### src/rtl/fetch_pkg.sv
// shared definitions for the instruction fetch memory system
// bus widths, memory command and access size encodings
// fill controller state encoding

package fetch_pkg;

	//////////////////////////////
	// widths
	//////////////////////////////

	// byte address on the memory and fetch paths
	localparam int addr_w = 16;
	// one memory transfer, also one cache line
	localparam int line_w = 64;
	// one instruction word
	localparam int inst_w = 32;
	// response and return tag, zero means none or rejected
	localparam int mem_tag_w = 4;

	//////////////////////////////
	// encodings
	//////////////////////////////

	// memory command, BUS_NONE means no request offered
	typedef enum logic [1:0] {
		BUS_NONE  = 2'h0,
		BUS_LOAD  = 2'h1,
		BUS_STORE = 2'h2
	} bus_cmd_t;

	// access size of a memory request
	typedef enum logic [1:0] {
		SIZE_BYTE   = 2'h0,
		SIZE_HALF   = 2'h1,
		SIZE_WORD   = 2'h2,
		SIZE_DOUBLE = 2'h3
	} mem_size_t;

	// icache fill FSM
	typedef enum logic [0:0] {
		FILL_IDLE = 1'b0,
		FILL_WAIT = 1'b1
	} fill_state_t;

endpackage

### src/rtl/fetch_unit.sv
// fetch unit
// program counter with redirect, stall and advance
// instruction word select from the cached line

`timescale 1ns/1ps

module fetch_unit (
	input  logic                           clock,
	input  logic                           reset,
	input  logic                           stall,
	input  logic                           redirect,
	input  logic [fetch_pkg::addr_w-1:0]   redirect_pc,
	input  logic [fetch_pkg::line_w-1:0]   line_data,
	input  logic                           hit,
	output logic [fetch_pkg::addr_w-1:0]   fetch_addr,
	output logic                           fetch_valid,
	output logic [fetch_pkg::addr_w-1:0]   fetch_pc,
	output logic [fetch_pkg::inst_w-1:0]   fetch_inst
);
	import fetch_pkg::*;

	logic [addr_w-1:0] next_pc;

	// the cache is looked up with the current pc
	assign fetch_addr = fetch_pc;

	// a redirect kills the fetch in its own cycle
	assign fetch_valid = hit && !stall && !redirect;

	// bit 2 picks the upper or lower word of the line
	assign fetch_inst = fetch_pc[2] ? line_data[2*inst_w-1:inst_w] : line_data[inst_w-1:0];

	// redirect wins over stall, advance only on a delivered fetch
	always_comb begin
		next_pc = fetch_pc;
		if (redirect) begin
			next_pc = redirect_pc;
		end else if (fetch_valid) begin
			next_pc = fetch_pc + addr_w'(4);
		end
	end

	always_ff @(posedge clock) begin
		if (reset) begin
			fetch_pc <= '0;
		end else begin
			fetch_pc <= next_pc;
		end
	end

endmodule

### src/rtl/icache_mem.sv
// direct-mapped instruction cache array
// valid bits, tags and line data per entry
// combinational hit lookup, single fill write port

`timescale 1ns/1ps

module icache_mem #(
	parameter  int num_lines = 32,
	localparam int index_w   = $clog2(num_lines),
	localparam int tag_w     = fetch_pkg::addr_w - index_w - 3
) (
	input  logic                           clock,
	input  logic                           reset,
	input  logic [fetch_pkg::addr_w-1:0]   fetch_addr,
	input  logic                           fill_en,
	input  logic [index_w-1:0]             fill_index,
	input  logic [tag_w-1:0]               fill_tag,
	input  logic [fetch_pkg::line_w-1:0]   mem_line,
	output logic [fetch_pkg::line_w-1:0]   line_data,
	output logic                           hit
);
	import fetch_pkg::*;

	logic              valid [num_lines];
	logic [tag_w-1:0]  tags  [num_lines];
	logic [line_w-1:0] lines [num_lines];

	logic [index_w-1:0] rd_index;
	logic [tag_w-1:0]   rd_tag;

	// split the fetch address, low 3 bits are the byte offset
	assign rd_index = fetch_addr[index_w+2:3];
	assign rd_tag   = fetch_addr[addr_w-1:index_w+3];

	// lookup
	assign line_data = lines[rd_index];
	assign hit       = valid[rd_index] && (tags[rd_index] == rd_tag);

	// valid bits
	always_ff @(posedge clock) begin
		if (reset) begin
			for (int i = 0; i < num_lines; i++) begin
				valid[i] <= 1'b0;
			end
		end else if (fill_en) begin
			valid[fill_index] <= 1'b1;
		end
	end

	// tag and data written together with the valid bit
	always_ff @(posedge clock) begin
		if (fill_en) begin
			tags[fill_index]  <= fill_tag;
			lines[fill_index] <= mem_line;
		end
	end

endmodule

### src/rtl/icache_ctrl.sv
// icache fill controller
// issues a line load on a miss and waits for its tag
// drives the fill write into the cache array

`timescale 1ns/1ps

module icache_ctrl #(
	parameter  int num_lines = 32,
	localparam int index_w   = $clog2(num_lines),
	localparam int tag_w     = fetch_pkg::addr_w - index_w - 3
) (
	input  logic                             clock,
	input  logic                             reset,
	input  logic [fetch_pkg::addr_w-1:0]     fetch_addr,
	input  logic                             hit,
	input  logic [fetch_pkg::mem_tag_w-1:0]  imem_response,
	input  logic [fetch_pkg::mem_tag_w-1:0]  imem_tag,
	output fetch_pkg::bus_cmd_t              imem_command,
	output logic [fetch_pkg::addr_w-1:0]     imem_addr,
	output logic                             fill_en,
	output logic [index_w-1:0]               fill_index,
	output logic [tag_w-1:0]                 fill_tag
);
	import fetch_pkg::*;

	fill_state_t state;

	// transaction in flight
	logic [mem_tag_w-1:0] wait_tag;
	logic [index_w-1:0]   miss_index;
	logic [tag_w-1:0]     miss_tag;

	logic [index_w-1:0] addr_index;
	logic [tag_w-1:0]   addr_tag;
	logic               miss_req;
	logic               req_taken;

	assign addr_index = fetch_addr[index_w+2:3];
	assign addr_tag   = fetch_addr[addr_w-1:index_w+3];

	//////////////////////////////
	// request side
	//////////////////////////////

	// only one fill at a time, nothing is offered while waiting
	assign miss_req  = (state == FILL_IDLE) && !hit;
	// nonzero response means the memory took it
	assign req_taken = miss_req && (imem_response != '0);

	// line aligned load, repeated every cycle until accepted
	assign imem_command = miss_req ? BUS_LOAD : BUS_NONE;
	assign imem_addr    = {addr_tag, addr_index, 3'b000};

	//////////////////////////////
	// return side
	//////////////////////////////

	// write the line in the cycle its tag comes back
	assign fill_en    = (state == FILL_WAIT) && (imem_tag == wait_tag);
	assign fill_index = miss_index;
	assign fill_tag   = miss_tag;

	always_ff @(posedge clock) begin
		if (reset) begin
			state <= FILL_IDLE;
		end else begin
			case (state)
				FILL_IDLE: begin
					if (req_taken) begin
						state <= FILL_WAIT;
					end
				end
				FILL_WAIT: begin
					if (fill_en) begin
						state <= FILL_IDLE;
					end
				end
				default: begin
					state <= FILL_IDLE;
				end
			endcase
		end
	end

	// miss address is held, a redirect mid fill still finishes the old line
	always_ff @(posedge clock) begin
		if (req_taken) begin
			wait_tag   <= imem_response;
			miss_index <= addr_index;
			miss_tag   <= addr_tag;
		end
	end

endmodule

### src/rtl/mem_arbiter.sv
// memory port arbiter
// data side has priority over instruction side
// owner table steers returned tags back to the requester

`timescale 1ns/1ps

module mem_arbiter (
	input  logic                             clock,
	input  logic                             reset,
	input  fetch_pkg::bus_cmd_t              imem_command,
	input  logic [fetch_pkg::addr_w-1:0]     imem_addr,
	output logic [fetch_pkg::mem_tag_w-1:0]  imem_response,
	output logic [fetch_pkg::mem_tag_w-1:0]  imem_tag,
	input  fetch_pkg::bus_cmd_t              dmem_command,
	input  logic [fetch_pkg::addr_w-1:0]     dmem_addr,
	input  fetch_pkg::mem_size_t             dmem_size,
	input  logic [fetch_pkg::line_w-1:0]     dmem_data,
	output logic [fetch_pkg::mem_tag_w-1:0]  dmem_response,
	output logic [fetch_pkg::mem_tag_w-1:0]  dmem_tag,
	output logic [fetch_pkg::line_w-1:0]     dmem_line,
	output fetch_pkg::bus_cmd_t              proc2mem_command,
	output logic [fetch_pkg::addr_w-1:0]     proc2mem_addr,
	output logic [fetch_pkg::line_w-1:0]     proc2mem_data,
	output fetch_pkg::mem_size_t             proc2mem_size,
	input  logic [fetch_pkg::mem_tag_w-1:0]  mem2proc_response,
	input  logic [fetch_pkg::mem_tag_w-1:0]  mem2proc_tag,
	input  logic [fetch_pkg::line_w-1:0]     mem2proc_data,
	output logic [fetch_pkg::line_w-1:0]     mem_line
);
	import fetch_pkg::*;

	// one bit per tag, set means the data side owns it
	logic [2**mem_tag_w-1:0] owner_d;
	logic                    d_sel;
	logic                    ret_d;

	// data side wins whenever it offers a command
	assign d_sel = (dmem_command != BUS_NONE);

	// request mux, instruction side always loads a full line
	assign proc2mem_command = d_sel ? dmem_command : imem_command;
	assign proc2mem_addr    = d_sel ? dmem_addr : imem_addr;
	assign proc2mem_data    = d_sel ? dmem_data : '0;
	assign proc2mem_size    = d_sel ? dmem_size : SIZE_DOUBLE;

	// loser sees a rejection
	assign dmem_response = d_sel ? mem2proc_response : '0;
	assign imem_response = d_sel ? '0 : mem2proc_response;

	// record who got each accepted tag
	always_ff @(posedge clock) begin
		if (reset) begin
			owner_d <= '0;
		end else if ((proc2mem_command != BUS_NONE) && (mem2proc_response != '0)) begin
			owner_d[mem2proc_response] <= d_sel;
		end
	end

	// returns go only to the owner
	assign ret_d    = owner_d[mem2proc_tag];
	assign dmem_tag = ret_d ? mem2proc_tag : '0;
	assign imem_tag = ret_d ? '0 : mem2proc_tag;

	// data is broadcast, the tag qualifies it
	assign mem_line  = mem2proc_data;
	assign dmem_line = mem2proc_data;

endmodule

### src/rtl/fetch_top.sv
// instruction fetch memory system top level
// fetch unit, icache array and fill controller
// arbiter sharing the memory port with the data side

`timescale 1ns/1ps

module fetch_top #(
	parameter int num_lines = 32
) (
	input  logic                             clock,
	input  logic                             reset,
	input  logic                             stall,
	input  logic                             redirect,
	input  logic [fetch_pkg::addr_w-1:0]     redirect_pc,
	output logic                             fetch_valid,
	output logic [fetch_pkg::addr_w-1:0]     fetch_pc,
	output logic [fetch_pkg::inst_w-1:0]     fetch_inst,
	input  fetch_pkg::bus_cmd_t              dmem_command,
	input  logic [fetch_pkg::addr_w-1:0]     dmem_addr,
	input  fetch_pkg::mem_size_t             dmem_size,
	input  logic [fetch_pkg::line_w-1:0]     dmem_data,
	output logic [fetch_pkg::mem_tag_w-1:0]  dmem_response,
	output logic [fetch_pkg::mem_tag_w-1:0]  dmem_tag,
	output logic [fetch_pkg::line_w-1:0]     dmem_line,
	output fetch_pkg::bus_cmd_t              proc2mem_command,
	output logic [fetch_pkg::addr_w-1:0]     proc2mem_addr,
	output logic [fetch_pkg::line_w-1:0]     proc2mem_data,
	output fetch_pkg::mem_size_t             proc2mem_size,
	input  logic [fetch_pkg::mem_tag_w-1:0]  mem2proc_response,
	input  logic [fetch_pkg::mem_tag_w-1:0]  mem2proc_tag,
	input  logic [fetch_pkg::line_w-1:0]     mem2proc_data
);
	import fetch_pkg::*;

	localparam int index_w = $clog2(num_lines);
	localparam int tag_w   = addr_w - index_w - 3;

	// fetch unit to cache
	logic [addr_w-1:0] fetch_addr;
	logic [line_w-1:0] line_data;
	logic              hit;

	// controller to cache
	logic               fill_en;
	logic [index_w-1:0] fill_index;
	logic [tag_w-1:0]   fill_tag;

	// controller to arbiter
	bus_cmd_t             imem_command;
	logic [addr_w-1:0]    imem_addr;
	logic [mem_tag_w-1:0] imem_response;
	logic [mem_tag_w-1:0] imem_tag;
	logic [line_w-1:0]    mem_line;

	//////////////////////////////
	// fetch and cache
	//////////////////////////////

	fetch_unit u_fetch_unit (
		.clock, .reset, .stall, .redirect, .redirect_pc,
		.line_data, .hit, .fetch_addr, .fetch_valid, .fetch_pc, .fetch_inst
	);

	icache_mem #(.num_lines(num_lines)) u_icache_mem (
		.clock, .reset, .fetch_addr, .fill_en, .fill_index, .fill_tag,
		.mem_line, .line_data, .hit
	);

	icache_ctrl #(.num_lines(num_lines)) u_icache_ctrl (
		.clock, .reset, .fetch_addr, .hit, .imem_response, .imem_tag,
		.imem_command, .imem_addr, .fill_en, .fill_index, .fill_tag
	);

	//////////////////////////////
	// memory port
	//////////////////////////////

	mem_arbiter u_mem_arbiter (
		.clock, .reset,
		.imem_command, .imem_addr, .imem_response, .imem_tag,
		.dmem_command, .dmem_addr, .dmem_size, .dmem_data,
		.dmem_response, .dmem_tag, .dmem_line,
		.proc2mem_command, .proc2mem_addr, .proc2mem_data, .proc2mem_size,
		.mem2proc_response, .mem2proc_tag, .mem2proc_data,
		.mem_line
	);

endmodule

### config.mk
export PLATFORM = sky130hd
export DESIGN_NAME = fetch_top
export DESIGN_NICKNAME = d
export VERILOG_FILES = /design/src/rtl/fetch_pkg.sv /design/src/rtl/fetch_unit.sv /design/src/rtl/icache_mem.sv /design/src/rtl/icache_ctrl.sv /design/src/rtl/mem_arbiter.sv /design/src/rtl/fetch_top.sv
export SDC_FILE = /design/constraint.sdc
export NUM_CORES = 2
export LEC_CHECK = 0
export BUFFER_PORTS_ARGS = -buffer_cell sky130_fd_sc_hd__buf_2
export CAP_MARGIN = 30
export CORE_MARGIN = 3
export CORE_UTILIZATION = 35
export CTS_BUF_LIST = sky130_fd_sc_hd__clkbuf_4 sky130_fd_sc_hd__clkbuf_8
export CTS_CLUSTER_DIAMETER = 100
export DETAILED_ROUTE_END_ITERATION = 8
export PLACE_DENSITY = 0.54
export SLEW_MARGIN = 0
export SYNTH_ARGS = -nofsm -noshare
export SYNTH_HDL_FRONTEND = slang
export SYNTH_SLANG_ARGS = --single-unit
### constraint.sdc
create_clock -name clock -period 13.17 [get_ports clock]
set_input_delay 2.634 -clock clock [delete_from_list [all_inputs] [get_ports clock]]
set_output_delay 2.634 -clock clock [all_outputs]
set_load 0.005 [all_outputs]
==> metrics <==
syn_nets=~4100; layout cells sized above 1=0.397; CP Capture Type=primary output; CTS sink cnt=2391; worst hold path type=reg -> reg; Worst Hold Endpoint=u_icache_mem.valid[13]; fin. max-slew vios=0; Max Root-Sink Buffers=4; I/O pins=approximately 380; min Tclk post-route=around 8.3 ns; Layout area overhead=14.9%; routed len/inst=slightly below 30 um; First DRT Iteration DRCs=between 4000 and 5000; Yosys reg bits=~2400; register area share after synthesis=0.769; Clock transition at path regs=around 0.06 ns; Placed Instances=7661; cell mode on critical path=nor4_1; Leak=about 33 nW; initial core utilization=0.352; Worst-Margin Slew=about 1.1 ns; RSZ-0062 raised after global routing=false; CP max FO=~130; CTS Buf Count=around 390; vias after detailed routing=roughly 44000; CTS tree=built; top post-synthesis cells by area=edfxtp_1, mux4_2, dfxtp_1, buf_4, and2_1; Critical Path AT=around 5.7 ns; Buf/Inv on CP=3; Syn Area/Cell=approximately 24 um^2; largest net degree at the start of global routing=~130; Hold Path Origin=u_icache_mem.valid[13]; cts repair resizes=0; WL final=approximately 250000 um; Post-synth EDFFs=around 2300; Setup Fix Bufs, Post-CTS=0; Die ar.=roughly 0.27 mm^2; Core ar.=about 0.26 mm^2; DP Area=~0.099 mm^2; post-route design area=0.106 mm^2; initial antenna violation count=20; hold_ws=~0.48 ns; vias per cell=between 5 and 6; pwr dens=between 100 and 150 mW/mm^2; Async SR Flop Fraction=0; final setup fails=0; CP cell instances=buf_12, mux4_2, nor2_1, a211oi_1, nor4_1, xor2_1, nand3b_1, or4bb_1, nor4_1, buf_4, buf_2; PortBufs=380; reg-to-reg slack, setup=a little over 8 ns; most frequent cell after synthesis=edfxtp_1; CP max stage delay=between 0.8 and 0.9 ns; period utilization=0.629; fmax=approximately 120 MHz; CP Data Required Time=~11 ns; Post-Layout Cell Count=between 8000 and 9000; Skew-Pair Late Insertion Delay=approximately 1.1 ns; Fin. Hold Viols=0; DR pass1 iterations=7; Synth area leader=edfxtp_1; slowest CP cell=dfxtp_4; Die W=around 520 um; Top delay family on crit path=simple AND/OR/NAND/NOR gates; top cell type's share of synthesized area=0.754; Commonest cells post-synth=edfxtp_1, mux4_2, clkbuf_1, and2_1, buf_4; gpl congestion=0.785; WS Path Type=reg -> out; Distinct cells, synth=67; Syn Inst Count=approximately 3900; H-tree depth=5; DR DRC count=0; Worst Hold Depth=1; grt ovf=0; NumNets Final=4715; Primary FF master, synth=edfxtp_1; Peak VDD IR=roughly 120 uV; Max Cap Viol=0; vias in the first global route=roughly 46000; outcome=completed; skew final=around 0.049 ns; Synth Cell Area=0.0924 mm^2; # hold bufs at CTS=0; worst reg-to-reg path cell count=10; GRT Util Overall=0.179; estimated wirelength of the detail-placed design=around 140000 um; row count=around 190; post-route ant nets=0; Die Ht=520 um; worst r2r dst=u_fetch_unit.fetch_addr[14]; yosys warns=0; first-pass GRT wire length=approximately 350000 um; Tot Pwr=approximately 16 mW; crit start category=flip-flop; Root Driver=clkbuf_8; final setup TNS=0 ns; Relative slew margins=0.245
-- metal layers --
metal	up-vias	routed length (um)	GRT usage
li1	18000	-	-
met1	24400	106000	0.255
met4	4	4220	0.0392
met5	-	16	0
met3	293	15000	0.0329
met2	1504	120000	0.290
-- metrics by stage --
| step | setup WS (ns) | utilization |
|---|---|---|
| 4_1_cts | 4.66 | 0.404 |
| 5_1_grt | 4.45 | 0.404 |
| 3_3_place_gp | 5.65 | 0.375 |
| 6_report | 4.89 | 0.405 |
| 2_1_floorplan | 4.79 | - |
| 3_5_place_dp | 5.82 | 0.377 |
-- worst register-to-register path: cells and delay by family (launching register included) --
kind | cells | cell delay (ns)
compound gates | 2 | 0.35
flops | 1 | 0.89
xor+xnor | 1 | 0.14
simple gates | 3 | 1.15
mux | 3 | 1.63
buf+inv | 1 | 0.67
-- flip-flops by register name, summed over array words and instances (netlist names), named ones only --
name / count
u_icache_ctrl.wait_tag: 4
u_icache_mem.lines: 2048
u_icache_mem.tags: 256
u_icache_mem.valid: 32
u_mem_arbiter.owner_d: 16
u_icache_ctrl.fill_tag: 8
u_fetch_unit.fetch_addr: 16
u_icache_ctrl.state: 1
u_icache_ctrl.fill_index: 5
-- area by class of cell --
type,instances,area [um^2]
diodes,9,22.5
multi-input cells,1238,20100
clock inverters,148,776
inverters,18,70.1
fillers,23200,156000
well taps,3515,4400
clock buffers,530,6470
flip-flops and latches,2391,71100
repair buffers,501,3200
-- power breakdown --
group          leakage, nW  internal [mW]  switching (mW)
Sequential            21.4           8.37          0.0361
Clock                 3.86           3.28            2.82
Combinational         7.67          0.419           0.580
Total                 33.0           12.1            3.43
-- cells in the final DEF (no fill, tap or decap), types with 20 or more instances in the layout --
cell type  instances
o21ba_2           32
nor2_1            27
clkbuf_4         131
buf_4             98
mux4_2           729
buf_2            380
a21oi_1           23
mux2i_1           40
dfxtp_1           65
clkbuf_8         399
nand2_1           53
clkinv_1         100
a211oi_1          20
nor2_4            32
clkinv_2          38
mux2_2            26
edfxtp_1        2321
and2_1            79
-- logic make-up after synthesis --
group,Yosys count,share of synthesized area
flops,2391,0.769
compound gates,149,0.0125
buf+inv,287,0.0154
xor+xnor,12,0.00114
mux,795,0.185
fa+ha+maj,1,0.000135
simple gates,281,0.0164
-- how the worst max path moves through the flow --
stage / startpoint / to / slack [ns] / cells past startpoint
2_1_floorplan: mem2proc_tag[0] / u_icache_mem.lines[30][0] / 4.79 / 8
3_5_place_dp: flip-flop / fetch_inst[19] / 5.82 / 9
6_report: flip-flop / fetch_valid / 4.89 / 11
5_1_grt: flip-flop / fetch_inst[19] / 4.45 / 9
3_3_place_gp: mem2proc_tag[0] / u_icache_mem.lines[20][8] / 5.65 / 10
4_1_cts: flip-flop / fetch_inst[19] / 4.66 / 9
Note: power is estimated with default switching activity, not from simulation.
